### src/common/sdramPkg.sv
// Shared definitions for the 68000 SDRAM controller and its memory model.
// Holds the x16 SDRAM geometry, the pin command encodings, the mode word
// and the structs that carry an access and a pin cycle between blocks.

package sdramPkg;

	//////////////////////////////
	// geometry
	//////////////////////////////

	localparam int BankWidth    = 2;	// four banks
	localparam int RowWidth     = 13;	// 8192 rows
	localparam int ColWidth     = 10;	// 1024 columns
	localparam int DataWidth    = 16;	// x16 part
	localparam int CpuAddrWidth = 32;	// full 68000 address bus as seen by the decoder

	localparam int CasLatency = 2;	// must agree with the latency field of ModeWord

	// burst length 1, sequential, CAS latency 2, single location writes
	localparam logic [RowWidth-1:0] ModeWord = 13'h0220;

	localparam int PrechargeAllBit = 10;	// A10 picks all banks or auto precharge

	//////////////////////////////
	// pin commands
	//////////////////////////////

	// one command word, read either as the raw code or as the five control pins
	typedef union packed {
		logic [4:0] raw;	// encoding as listed in the command table below
		struct packed {
			logic cke;	// clock enable, active high
			logic csL;	// chip select
			logic rasL;	// row strobe
			logic casL;	// column strobe
			logic weL;	// write enable
		} pin;
	} sdramCmdT;

	localparam sdramCmdT CmdPowerUp      = 5'b00000;	// CKE and CS held low while power settles
	localparam sdramCmdT CmdNop          = 5'b10111;
	localparam sdramCmdT CmdActivate     = 5'b10011;	// bank and row on the address pins
	localparam sdramCmdT CmdRead         = 5'b10101;	// A10 high gives auto precharge
	localparam sdramCmdT CmdWrite        = 5'b10100;	// A10 high gives auto precharge
	localparam sdramCmdT CmdPrechargeAll = 5'b10010;	// only with A10 high
	localparam sdramCmdT CmdAutoRefresh  = 5'b10001;
	localparam sdramCmdT CmdModeSet      = 5'b10000;	// mode word on the address pins

	//////////////////////////////
	// block to block payloads
	//////////////////////////////

	// one CPU access as captured by the bus port
	typedef struct packed {
		logic                 write;	// high for a 68000 write
		logic [BankWidth-1:0] bank;	// Address[25:24]
		logic [RowWidth-1:0]  row;	// Address[23:11]
		logic [ColWidth-1:0]  col;	// Address[10:1]
		logic [DataWidth-1:0] data;	// write word, full width since there is no byte mask
	} cpuReqT;

	// one pin cycle from the sequencer, registered onto the pins by the phy
	typedef struct packed {
		sdramCmdT             cmd;
		logic [BankWidth-1:0] bank;
		logic [RowWidth-1:0]  addr;
		logic                 writeEnable;	// drive write data in the same pin cycle
		logic                 readCapture;	// a read whose data comes back after the latency
	} sdramIssueT;

endpackage

### src/sequencer/cycleTimer.sv
// Loadable down counter that stops at zero and flags it.
// The sequencer uses one for delays and one for the refresh interval.

module cycleTimer #(
	parameter int Width = 16
) (
	input  logic             Clock,
	input  logic             Reset_L,
	input  logic             load,	// take loadValue on the next edge
	input  logic [Width-1:0] loadValue,
	output logic             done	// high while the count sits at zero
);

	logic [Width-1:0] count;

	always_ff @(posedge Clock or negedge Reset_L) begin
		if (!Reset_L) begin
			count <= '0;
		end else if (load) begin
			count <= loadValue;
		end else if (count != '0) begin
			count <= count - 1'b1;	// hold at zero once expired
		end
	end

	assign done = (count == '0);

endmodule

### src/sequencer/sdramSequencer.sv
// Control FSM of the controller. Runs the SDRAM power-up sequence while the
// CPU is kept in reset, then serves periodic refresh and single word accesses
// with auto precharge. Produces one pin cycle per clock on issue for the phy.

module sdramSequencer #(
	parameter int PowerUpCycles     = 5000,
	parameter int RefreshInterval   = 375,
	parameter int InitRefreshCycles = 39
) (
	input  logic                 Clock,
	input  logic                 Reset_L,
	input  logic                 req,	// access waiting in the bus port
	input  sdramPkg::cpuReqT     access,
	input  logic                 readValid,	// read word has been captured
	output logic                 ack,
	output sdramPkg::sdramIssueT issue,
	output logic                 cpuResetL	// releases the 68000 once init is over
);
	import sdramPkg::*;

	localparam int TimerWidth = 16;

	typedef enum logic [4:0] {
		sPowerUp, sPowerWait, sInitNop, sInitPrecharge, sInitArm, sInitRefresh,
		sInitGap, sModeSet, sModeGap, sIdle, sRefPrecharge, sRefNop, sRefresh,
		sRefGap, sActivate, sColumn, sReadWait, sAckWait
	} stateT;

	stateT state;
	stateT nextState;
	logic [1:0] gapCount;	// counts the three NOPs after refresh and mode set
	logic delayLoad;
	logic delayDone;
	logic refreshLoad;
	logic refreshDone;	// a refresh is due
	logic [TimerWidth-1:0] delayValue;

	//////////////////////////////
	// timers
	//////////////////////////////

	// power-up wait first, later the length of the init refresh loop
	assign delayValue = (state == sPowerUp) ? TimerWidth'(PowerUpCycles) :
		TimerWidth'(InitRefreshCycles);

	cycleTimer #(.Width(TimerWidth)) delayTimer (
		.Clock(Clock), .Reset_L(Reset_L), .load(delayLoad),
		.loadValue(delayValue), .done(delayDone)
	);

	cycleTimer #(.Width(TimerWidth)) refreshTimer (
		.Clock(Clock), .Reset_L(Reset_L), .load(refreshLoad),
		.loadValue(TimerWidth'(RefreshInterval)), .done(refreshDone)
	);

	//////////////////////////////
	// state and handshake
	//////////////////////////////

	always_ff @(posedge Clock or negedge Reset_L) begin
		if (!Reset_L) begin
			state     <= sPowerUp;
			gapCount  <= '0;
			ack       <= 1'b0;
			cpuResetL <= 1'b0;
		end else begin
			state <= nextState;
			if (state == sInitRefresh || state == sModeSet || state == sRefresh) begin
				gapCount <= 2'd2;	// gap state then lasts three clocks
			end else if (gapCount != '0) begin
				gapCount <= gapCount - 1'b1;
			end
			if ((state == sColumn && access.write) || (state == sReadWait && readValid)) begin
				ack <= 1'b1;	// a read already has its word in DataOut here
			end else if (state == sAckWait && !req) begin
				ack <= 1'b0;	// four-phase release
			end
			if (state == sModeGap && gapCount == '0) begin
				cpuResetL <= 1'b1;	// stays high until the next reset
			end
		end
	end

	//////////////////////////////
	// next state and pin cycle
	//////////////////////////////

	always_comb begin
		nextState   = state;
		issue       = '0;
		issue.cmd   = CmdNop;	// most cycles are NOPs
		delayLoad   = 1'b0;
		refreshLoad = 1'b0;
		case (state)
			sPowerUp: begin
				issue.cmd = CmdPowerUp;
				delayLoad = 1'b1;
				nextState = sPowerWait;
			end
			sPowerWait: begin
				issue.cmd = CmdPowerUp;	// CKE stays low for the whole wait
				if (delayDone) nextState = sInitNop;
			end
			sInitNop: nextState = sInitPrecharge;
			sInitPrecharge: begin
				issue.cmd = CmdPrechargeAll;
				issue.addr[PrechargeAllBit] = 1'b1;
				nextState = sInitArm;
			end
			sInitArm: begin
				delayLoad = 1'b1;	// refresh loop runs until this expires
				nextState = sInitRefresh;
			end
			sInitRefresh: begin
				issue.cmd = CmdAutoRefresh;
				nextState = sInitGap;
			end
			sInitGap: begin
				if (gapCount == '0) nextState = delayDone ? sModeSet : sInitRefresh;
			end
			sModeSet: begin
				issue.cmd  = CmdModeSet;
				issue.addr = ModeWord;
				nextState  = sModeGap;
			end
			sModeGap: begin
				if (gapCount == '0) begin
					refreshLoad = 1'b1;
					nextState   = sIdle;
				end
			end
			sIdle: begin
				if (refreshDone) nextState = sRefPrecharge;	// refresh wins over the CPU
				else if (req) nextState = sActivate;
			end
			sRefPrecharge: begin
				issue.cmd = CmdPrechargeAll;
				issue.addr[PrechargeAllBit] = 1'b1;
				nextState = sRefNop;
			end
			sRefNop: nextState = sRefresh;
			sRefresh: begin
				issue.cmd = CmdAutoRefresh;
				nextState = sRefGap;
			end
			sRefGap: begin
				if (gapCount == '0) begin
					refreshLoad = 1'b1;	// interval counts from the end of this refresh
					nextState   = sIdle;
				end
			end
			sActivate: begin
				issue.cmd  = CmdActivate;
				issue.bank = access.bank;
				issue.addr = access.row;
				nextState  = sColumn;
			end
			sColumn: begin
				issue.cmd  = access.write ? CmdWrite : CmdRead;
				issue.bank = access.bank;
				issue.addr[ColWidth-1:0] = access.col;
				issue.addr[PrechargeAllBit] = 1'b1;	// auto precharge closes the row
				issue.writeEnable = access.write;
				issue.readCapture = !access.write;
				nextState = access.write ? sAckWait : sReadWait;
			end
			sReadWait: begin
				if (readValid) nextState = sAckWait;
			end
			sAckWait: begin
				if (!req) nextState = sIdle;	// wait for AS_L to end the bus cycle
			end
			default: nextState = sPowerUp;
		endcase
	end

endmodule

### src/source/cpuBusPort.sv
// CPU side of the controller. Qualifies a 68000 bus cycle aimed at the SDRAM,
// captures its address and write data, raises req towards the sequencer and
// turns the returned ack into Dtack_L. Read data is held on DataOut.

module cpuBusPort (
	input  logic                             Clock,
	input  logic                             Reset_L,
	input  logic [sdramPkg::CpuAddrWidth-1:0] Address,	// 68000 address bus
	input  logic [sdramPkg::DataWidth-1:0]   DataIn,	// 68000 write data
	input  logic                             UDS_L,	// upper data strobe
	input  logic                             LDS_L,	// lower data strobe
	input  logic                             WE_L,	// low for a write
	input  logic                             AS_L,	// address strobe
	input  logic                             DramSelect_L,	// address decoder hit
	input  logic                             ack,	// access finished in the sequencer
	input  logic                             readValid,	// read word arrives from the phy
	input  logic [sdramPkg::DataWidth-1:0]   readData,
	output logic                             req,
	output sdramPkg::cpuReqT                 access,
	output logic [sdramPkg::DataWidth-1:0]   DataOut,
	output logic                             Dtack_L
);
	import sdramPkg::*;

	logic qualified;	// a strobed access to the SDRAM is on the bus

	// both strobes only qualify the cycle because every write stores the whole word
	assign qualified = !AS_L && !DramSelect_L && (!UDS_L || !LDS_L);

	// req may only rise once the previous ack has been withdrawn
	always_ff @(posedge Clock or negedge Reset_L) begin
		if (!Reset_L) begin
			req <= 1'b0;
		end else if (!req) begin
			req <= qualified && !ack;	// start a new handshake
		end else begin
			req <= qualified;	// drop as soon as AS_L goes back high
		end
	end

	// address split and write data, frozen for the whole handshake
	always_ff @(posedge Clock) begin
		if (!req && qualified && !ack) begin
			access.write <= !WE_L;
			access.bank  <= Address[ColWidth+RowWidth+BankWidth:ColWidth+RowWidth+1];
			access.row   <= Address[ColWidth+RowWidth:ColWidth+1];
			access.col   <= Address[ColWidth:1];	// A0 is implied by the word bus
			access.data  <= DataIn;
		end
	end

	always_ff @(posedge Clock) begin
		if (readValid) begin
			DataOut <= readData;	// kept until the next read replaces it
		end
	end

	assign Dtack_L = !ack;	// low for exactly as long as the sequencer holds ack

endmodule

### src/source/sdramPhy.sv
// Pin side of the controller. Registers each pin cycle from the sequencer onto
// the SDRAM pins, drives write data with its enable and captures read data.
// The DQ tristate buffer lives in the board top and uses sdramDqOutEnable.

module sdramPhy (
	input  logic                            Clock,
	input  logic                            Reset_L,
	input  sdramPkg::sdramIssueT            issue,
	input  logic [sdramPkg::DataWidth-1:0]  writeData,	// captured CPU word for writes
	input  logic [sdramPkg::DataWidth-1:0]  sdramDqIn,
	output logic                            sdramCke,
	output logic                            sdramCsL,
	output logic                            sdramRasL,
	output logic                            sdramCasL,
	output logic                            sdramWeL,
	output logic [sdramPkg::RowWidth-1:0]   sdramAddr,
	output logic [sdramPkg::BankWidth-1:0]  sdramBa,
	output logic [sdramPkg::DataWidth-1:0]  sdramDqOut,
	output logic                            sdramDqOutEnable,
	output logic                            readValid,	// one clock pulse per captured read
	output logic [sdramPkg::DataWidth-1:0]  readData
);
	import sdramPkg::*;

	logic [CasLatency-1:0] readPipe;	// one bit per read still in flight

	always_ff @(posedge Clock or negedge Reset_L) begin
		if (!Reset_L) begin
			sdramCke         <= CmdPowerUp.pin.cke;	// pins come out of reset powering up
			sdramCsL         <= CmdPowerUp.pin.csL;
			sdramRasL        <= CmdPowerUp.pin.rasL;
			sdramCasL        <= CmdPowerUp.pin.casL;
			sdramWeL         <= CmdPowerUp.pin.weL;
			sdramAddr        <= '0;
			sdramBa          <= '0;
			sdramDqOutEnable <= 1'b0;
			readPipe         <= '0;
			readValid        <= 1'b0;
		end else begin
			sdramCke         <= issue.cmd.pin.cke;
			sdramCsL         <= issue.cmd.pin.csL;
			sdramRasL        <= issue.cmd.pin.rasL;
			sdramCasL        <= issue.cmd.pin.casL;
			sdramWeL         <= issue.cmd.pin.weL;
			sdramAddr        <= issue.addr;
			sdramBa          <= issue.bank;
			sdramDqOutEnable <= issue.writeEnable;	// same pin cycle as the write command
			readPipe         <= {readPipe[CasLatency-2:0], issue.readCapture};
			readValid        <= readPipe[CasLatency-1];
		end
	end

	always_ff @(posedge Clock) begin
		sdramDqOut <= writeData;
		if (readPipe[CasLatency-1]) begin
			// sampled CasLatency edges after the read first shows on the pins
			readData <= sdramDqIn;
		end
	end

endmodule

### src/source/m68kSdramCtrl.sv
// Top level of the 68000 to SDRAM controller. Sets the timing parameters and
// connects the bus port, the sequencer and the phy. The board top adds the
// DQ tristate from sdramDqOut, sdramDqOutEnable and sdramDqIn.

module m68kSdramCtrl #(
	parameter int PowerUpCycles     = 5000,	// 100 us at 50 MHz
	parameter int RefreshInterval   = 375,	// 7.5 us between auto refreshes
	parameter int InitRefreshCycles = 39	// clocks spent in the init refresh loop
) (
	input  logic                              Clock,
	input  logic                              Reset_L,
	input  logic [sdramPkg::CpuAddrWidth-1:0] Address,
	input  logic [sdramPkg::DataWidth-1:0]    DataIn,
	input  logic                              UDS_L,
	input  logic                              LDS_L,
	input  logic                              DramSelect_L,
	input  logic                              WE_L,
	input  logic                              AS_L,
	input  logic [sdramPkg::DataWidth-1:0]    sdramDqIn,
	output logic [sdramPkg::DataWidth-1:0]    DataOut,
	output logic                              Dtack_L,
	output logic                              ResetOut_L,	// 68000 reset, low during init
	output logic                              sdramCke,
	output logic                              sdramCsL,
	output logic                              sdramRasL,
	output logic                              sdramCasL,
	output logic                              sdramWeL,
	output logic [sdramPkg::RowWidth-1:0]     sdramAddr,
	output logic [sdramPkg::BankWidth-1:0]    sdramBa,
	output logic [sdramPkg::DataWidth-1:0]    sdramDqOut,
	output logic                              sdramDqOutEnable
);
	import sdramPkg::*;

	logic req;	// four-phase handshake between bus port and sequencer
	logic ack;
	cpuReqT access;
	sdramIssueT issue;	// next pin cycle
	logic readValid;
	logic [DataWidth-1:0] readData;

	cpuBusPort busPort (
		.Clock(Clock), .Reset_L(Reset_L), .Address(Address), .DataIn(DataIn),
		.UDS_L(UDS_L), .LDS_L(LDS_L), .WE_L(WE_L), .AS_L(AS_L),
		.DramSelect_L(DramSelect_L), .ack(ack), .readValid(readValid),
		.readData(readData), .req(req), .access(access), .DataOut(DataOut),
		.Dtack_L(Dtack_L)
	);

	sdramSequencer #(
		.PowerUpCycles(PowerUpCycles),
		.RefreshInterval(RefreshInterval),
		.InitRefreshCycles(InitRefreshCycles)
	) sequencer (
		.Clock(Clock), .Reset_L(Reset_L), .req(req), .access(access),
		.readValid(readValid), .ack(ack), .issue(issue), .cpuResetL(ResetOut_L)
	);

	// write data comes straight from the captured access which is stable until ack drops
	sdramPhy phy (
		.Clock(Clock), .Reset_L(Reset_L), .issue(issue), .writeData(access.data),
		.sdramDqIn(sdramDqIn), .sdramCke(sdramCke), .sdramCsL(sdramCsL),
		.sdramRasL(sdramRasL), .sdramCasL(sdramCasL), .sdramWeL(sdramWeL),
		.sdramAddr(sdramAddr), .sdramBa(sdramBa), .sdramDqOut(sdramDqOut),
		.sdramDqOutEnable(sdramDqOutEnable), .readValid(readValid),
		.readData(readData)
	);

endmodule

### config.mk
export PLATFORM = sky130hd
export DESIGN_NAME = m68kSdramCtrl
export DESIGN_NICKNAME = d
export VERILOG_FILES = /design/src/common/sdramPkg.sv /design/src/sequencer/cycleTimer.sv /design/src/sequencer/sdramSequencer.sv /design/src/source/cpuBusPort.sv /design/src/source/sdramPhy.sv /design/src/source/m68kSdramCtrl.sv
export SDC_FILE = /design/constraint.sdc
export NUM_CORES = 1
export LEC_CHECK = 0
export ABC_AREA = 1
export CAP_MARGIN = 20
export CELL_PAD_IN_SITES_DETAIL_PLACEMENT = 1
export CELL_PAD_IN_SITES_GLOBAL_PLACEMENT = 2
export CORE_MARGIN = 5
export CORE_UTILIZATION = 40
export DETAILED_ROUTE_END_ITERATION = 10
export DONT_BUFFER_PORTS = 1
export PLACE_DENSITY_LB_ADDON = 0.1
export SYNTH_ARGS = -nofsm -noshare
export SYNTH_HDL_FRONTEND = slang
export SYNTH_SLANG_ARGS = --single-unit
### constraint.sdc
create_clock -name Clock -period 5.21 [get_ports Clock]
set_input_delay 0.7815 -clock Clock [delete_from_list [all_inputs] [get_ports Clock]]
set_output_delay 0.7815 -clock Clock [all_outputs]
set_load 0.03 [all_outputs]
==> results.py, run 1 <==
metrics = {
    "logic_synthesis": {
        "ys_seq_area_frac": 0.6914,
        "synthAdderAreaFrac": 0.01038,
        "synthMuxAreaShare": 0,
        "ys_ff_latch": 155,
        "syn_area_per_cell_um2": 10.98,
        "synth_cells": 549,
        "yosys_warnings": 0,
        "synth-compound-area-share": 0.04835,
        "ys_types": 34,
        "synth_area_leaders": "edfxtp_1 37%, dfrtp_1 27%, nand2_1 6.5%",
        "synthesis.nets": 625,
        "netlist_area_um2": 6030,
        "synth_top_area_frac": 0.3685,
        "synth_top_family_by_area": "simple AND/OR/NAND/NOR gates",
        "synth_area_leader_cell": "edfxtp_1",
        "synth-simple-area-share": 0.1924,
        "synth-xor-area-share": 0.01307,
    },
    "routing": {
        "wl_per_cell_um": 17.69,
        "drc": 0,
        "dr.pass1.iters": 4,
        "via_per_inst": 5.013,
        "drtIter0Drc": 168,
        "ant_nets": 0,
        "drt_wl_total_mm": 13.46,
        "vias": 3815,
    },
    "floorplanning": {
        "coreArea_um2": 14640,
        "num_rows": 44,
        "start_util": 0.4117,
        "die_w_um": 132.8,
        "num_io_pins": 126,
        "die_h_um": 132.8,
        "die_area_um2": 17630,
    },
    "timing": {
        "worst_slew_pin_slew_ps": 878.3,
        "hold_viol_final": 0,
        "fmax_mhz": 450.9,
        "finalSetupViolCount": 0,
        "grt_setup_unrepaired": "false",
        "tns_ps": 0,
        "min_period_ps": 2218,
        "clock_skew_ps": 13.15,
        "drv_slew": 0,
        "post-route-period-util": 0.4257,
        "worst_slew_margin_rel": 0.4123,
    },
    "cells_and_area": {
        "nets": 640,
        "syn_to_final_growth_pct": 13.65,
        "fillers": 1592,
        "layout-drive-gt1-share": 0.08839,
        "n_antenna_cell": 0,
    },
    "grt": {
        "grt_max_degree": 66,
        "overflow": 0,
        "antenna_found_initial": 0,
        "grt_pass1_vias": 4132,
        "grt_use_total": 0.1616,
        "grt_pass1_wl_mm": 22.02,
    },
    "pwr": {
        "p_per_area_nw_per_um2": 569.9,
        "vdd_ir_drop_max_uv": 278.4,
        "p_leak_nw": 2.969,
        "fin_total_pwr_mw": 3.905,
    },
    "outcome": {
        "outcome": "finished, final reports clean",
    },
    "worst_hold_path": {
        "hold_path.class": "in2async",
    },
    "clock_network": {
        "cts.clk_slew.worst_paths_ps": 80,
        "cts_tree": "yes",
        "clk_latency_ps": 430,
        "clock_sinks": 155,
        "postCtsHoldBufs": 0,
        "ctsLongestPathBuffers": 2,
        "cts_resized": 0,
        "cts_buffers": 17,
        "postCtsSetupBuffers": 0,
        "htree_levels": 4,
        "root_buffer": "clkbuf_16",
    },
    "worst_setup_path": {
        "cp_max_fo": 12,
        "worst_setup_path_end_kind": "flip-flop",
        "crit_arrival_ps": 2580,
        "cp.required_ps": 5570,
        "cp-start-kind": "flip-flop",
        "worst-setup-path-type": "reg2reg",
    },
    "place": {
        "io_buffer_count": 0,
        "gp_congestion": 0.8194,
        "dp_hpwl_mm": 9.549,
    },
    "run": {
        "maxCapViolations": 0,
    },
}
## critical path: stages, from the launching register on
cell and delay (ps):
dfrtp_1 460, inv_2 190, nand3_1 170, nor2_1 710, nand2_1 300, nand3_1 170
nand3_1 80, nand2_1 70
## registers in the layout, indices dropped and copies added (netlist names), 2 cells and up
name	count
busPort.DataOut	16
busPort.access	42
phy.readData	16
phy.readPipe	2
phy.sdramAddr	13
phy.sdramBa	2
phy.sdramDqOut	16
sequencer.delayTimer.count	16
sequencer.gapCount	2
sequencer.refreshTimer.count	16
sequencer.state	5
## metrics by stage
stage	std cells	util	hold WS (ps)	area [µm²]	worst slack, ps
after floorplan	549	-	323.3	6030	763.1
after global placement	729	0.4257	323.8	6233	3002
after detailed placement	729	0.4257	328.1	6233	2939
after CTS	761	0.4680	22.08	6853	2919
after global routing	761	0.4680	13.52	6853	2715
final	761	0.4680	47.61	6853	2992
## Yosys cell counts
cell type  number
xor2_1          7
edfxtp_1       74
nand2_4         1
nand3_2         2
a21oi_1        15
buf_2           1
o211ai_1        3
dfxtp_1        16
nand3b_1        4
or2_2           2
a211o_1         1
nor3_2          1
o21ai_1         1
nor2_2          4
inv_2           4
nand3_1        45
nand4_1         7
nor2_4          2
buf_4           3
a22o_1          8
a221o_1         2
ha_1            5
o21bai_1        1
inv_1          56
conb_1          1
nor2_1         85
nand2_1       105
o21ai_0        15
xnor2_1         2
buf_6           1
o31ai_1         1
dfrtp_1        65
nand2_2         1
nor3_1          8
## cells by family after synthesis
family	count (synthesis)
fa+ha+maj	5
other cells	1
xor+xnor	9
buf+inv	65
flops	155
compound gates	47
simple gates	267
## per-layer routing
layer  track usage  up-vias  part of all wire
li1              -     1852                 -
met5             0        -                 0
met3       0.06948       14             0.073
met2        0.2541       95              0.47
met1        0.2022     1854              0.45
met4       0.05196        0             0.014
## report_power, final
part           leakage [nW]  internal [mW]  switching, mW
sequential             1.65           1.49          0.236
combinational          1.02          0.312          0.619
clock                 0.299          0.656          0.597
total                  2.97           2.45           1.45
## path summary, 6_finish.rpt
check,cells after the start,endpoint,slack (ps),startpoint
setup / recovery,7,sequencer.state[0]$_DFFE_PN0P_,2990,sequencer.state[4]$_DFFE_PN0P_
hold / removal,0,phy.sdramAddr[8]$_DFF_PN0_,50,Reset_L
setup reg to reg,7,sequencer.state[0]$_DFFE_PN0P_,2990,sequencer.state[4]$_DFFE_PN0P_
hold reg to reg,0,phy.sdramDqOut[6]$_DFF_P_,340,busPort.access[6]$_DFFE_PP_
max in group asynchronous,0,sequencer.refreshTimer.count[15]$_DFFE_PN0P_,5040,Reset_L
min in group Clock,0,phy.sdramDqOut[6]$_DFF_P_,340,busPort.access[6]$_DFFE_PP_
## final cells by class
cell class / count / area (µm²) / share of cell area
sequential: 155 / 4169 / 0.6084
clock inverter: 15 / 193.9 / 0.02830
multi-input combinational: 329 / 1602 / 0.2337
timing repair buffer: 1 / 7.507 / 0.001095
tap: 184 / 230.2 / 0.03360
inverter: 60 / 225.2 / 0.03286
clock buffer: 17 / 425.4 / 0.06208
## placed cells by master, fill, tap and decap left out, drive strengths merged
cell type / netlist / layout
nand2: 107 / 107
nor2: 91 / 91
edfxtp: 74 / 74
inv: 60 / 66
dfrtp: 65 / 65
nand3: 47 / 47
clkbuf: 0 / 17
dfxtp: 16 / 16
o21ai: 16 / 16
a21oi: 15 / 15
nor3: 9 / 9
clkinv: 0 / 9
a22o: 8 / 8
nand4: 7 / 7
xor2: 7 / 7
ha: 5 / 5
nand3b: 4 / 4
o211ai: 3 / 3
a221o: 2 / 2
xnor2: 2 / 2
or2: 2 / 2
a211o: 1 / 1
o21bai: 1 / 1
o31ai: 1 / 1
conb: 1 / 1
buf: 5 / 1
No activity file was read; power rests on OpenSTA's default activity.
==> run 2: changes to the inputs <==
--- a/config.mk
+++ b/config.mk
@@ -10,7 +10,7 @@
 export CELL_PAD_IN_SITES_DETAIL_PLACEMENT = 1
 export CELL_PAD_IN_SITES_GLOBAL_PLACEMENT = 2
 export CORE_MARGIN = 5
-export CORE_UTILIZATION = 40
+export CORE_UTILIZATION = 36
 export DETAILED_ROUTE_END_ITERATION = 10
 export DONT_BUFFER_PORTS = 1
 export PLACE_DENSITY_LB_ADDON = 0.1
==> constraint.sdc (replaced) <==
create_clock -name Clock -period 1.85 [get_ports Clock]
set_input_delay 0.2775 -clock Clock [delete_from_list [all_inputs] [get_ports Clock]]
set_output_delay 0.2775 -clock Clock [all_outputs]
set_load 0.03 [all_outputs]
==> results.py, run 2 (same netlist as run 1, synthesis figures left out) <==
metrics = {
    "routing": {
        "via_per_inst": 4.749,
        "drt_wl_total_mm": 14.94,
        "ant_nets": 0,
        "drc": 0,
        "vias": 4174,
        "dr.pass1.iters": 4,
        "wl_per_cell_um": 16.99,
        "drtIter0Drc": 155,
    },
    "timing": {
        "clock_skew_ps": 15.36,
        "worst_slew_pin_slew_ps": 681.2,
        "fmax_mhz": 594.4,
        "post-route-period-util": 0.9093,
        "worst_slew_margin_rel": 0.5459,
        "finalSetupViolCount": 0,
        "tns_ps": 0,
        "min_period_ps": 1682,
        "hold_viol_final": 0,
        "drv_slew": 0,
        "grt_setup_unrepaired": "false",
    },
    "place": {
        "io_buffer_count": 0,
        "gp_congestion": 0.7803,
        "dp_hpwl_mm": 10.22,
        "placed_cells": 787,
        "placed_area_um2": 6462,
    },
    "cells_and_area": {
        "n_antenna_cell": 0,
        "instances_no_fill": 879,
        "final_common_cell": "nand2_1",
        "final_cell_mix": "105 x nand2_1, 84 x nor2_1, 74 x edfxtp_1, 65 x dfrtp_1, 59 x dlygate4sd3_1",
        "finalInstanceArea_um2": 7705,
        "largest_reg_flops": 42,
        "register_area_um2": 4169,
        "syn_to_final_growth_pct": 27.79,
        "regMostFlops": "busPort.access",
        "fin_util": 0.4663,
        "layout-drive-gt1-share": 0.1138,
        "fillers": 1764,
        "multi_input_area_um2": 1610,
        "nets": 722,
    },
    "clock_network": {
        "htree_levels": 4,
        "postCtsSetupBuffers": 0,
        "ctsLongestPathBuffers": 2,
        "clock_sinks": 155,
        "cts.clk_slew.worst_paths_ps": 70,
        "clk_latency_ps": 430,
        "cts_tree": "yes",
        "root_buffer": "clkbuf_16",
        "cts_buffers": 17,
    },
    "floorplanning": {
        "coreArea_um2": 16520,
        "die_w_um": 139.4,
        "start_util": 0.3649,
        "die_area_um2": 19440,
        "num_io_pins": 126,
        "die_h_um": 139.4,
        "num_rows": 47,
    },
    "grt": {
        "grt_use_total": 0.1580,
        "grt_pass1_wl_mm": 24.17,
        "antenna_found_initial": 0,
        "grt_pass1_vias": 4610,
        "grt_max_degree": 66,
        "overflow": 0,
    },
    "worst_setup_path": {
        "crit_arrival_ps": 2030,
        "worstSetupEndpoint": "sequencer.delayTimer.count[1]$_DFFE_PN0P_",
        "crit_start": "sequencer.delayTimer.count[8]$_DFFE_PN0P_",
        "worst_setup_path_end_kind": "flip-flop",
        "cp_max_fo": 4,
        "cp-start-kind": "flip-flop",
        "rr_startpoint": "sequencer.delayTimer.count[8]$_DFFE_PN0P_",
        "cp.required_ps": 2200,
        "worst-setup-path-type": "reg2reg",
        "ff2ff_path_depth": 7,
        "r2r_end": "sequencer.delayTimer.count[1]$_DFFE_PN0P_",
        "r2r_setup_slack_ps": 170,
    },
    "outcome": {
        "outcome": "finished, final reports clean",
    },
    "pwr": {
        "p_leak_nw": 3.333,
        "fin_total_pwr_mw": 11.34,
        "vdd_ir_drop_max_uv": 735.6,
        "p_per_area_nw_per_um2": 1472,
    },
    "run": {
        "maxCapViolations": 0,
    },
    "worst_hold_path": {
        "hold_path.class": "in2reg",
        "min_path_cells": 2,
    },
}
[run 2: final cells by class]
class / count / area share
Inverter: 60 / 0.02923
Clock buffer: 17 / 0.05521
Sequential cell: 155 / 0.5411
Tap cell: 220 / 0.03573
Multi-Input combinational cell: 329 / 0.2090
Timing Repair Buffer: 83 / 0.1043
Clock inverter: 15 / 0.02550
[run 2: worst max-delay path: stages, from the launching register on]
cell	delay (ps)
dfrtp_1	410
nor2_1	190
nand2_1	150
nor2_1	200
nand2_1	130
nor2_1	360
nand2_1	90
o21ai_1	80
[run 2: power by group]
group	switching [mW]	internal, mW
registers	0.672	4.18
logic	1.88	1.12
clock network	1.64	1.85
total	4.19	7.15
[run 2: how the worst min path moves through the flow]
stage	startpoint	to	slack, ps
floorplan	Reset_L	busPort.req$_DFF_PN0_	-20
global placement	Reset_L	sequencer.delayTimer.count[9]$_DFFE_PN0P_	-10
detailed placement	Reset_L	sequencer.delayTimer.count[9]$_DFFE_PN0P_	-10
CTS	AS_L	busPort.req$_DFF_PN0_	120
global route	AS_L	busPort.req$_DFF_PN0_	130
finish	AS_L	busPort.req$_DFF_PN0_	150
[run 2: metal layers]
layer,vias up,part of all wire,global-route usage
li1,2020,-,-
met1,2048,0.43,0.1909
met2,95,0.50,0.2659
met3,11,0.061,0.05592
met4,0,0.011,0.04892
met5,-,0,0
[run 2: per-stage QoR]
| step | setup WS, ps | hold slack [ps] |
|---|---|---|
| after floorplan | -187.0 | -18.09 |
| after global placement | 162.7 | -12.32 |
| after detailed placement | 149.4 | -12.31 |
| after CTS | 128.9 | 118.6 |
| after global routing | 4.706 | 130.3 |
| final | 167.7 | 146.3 |
[run 2: what timing repair did]
item / CTS / global route
hold endpoints to repair: 123 / 0
hold buffers: 60 / 0
resized for setup: 0 / 1
setup endpoints to repair: 0 / 1
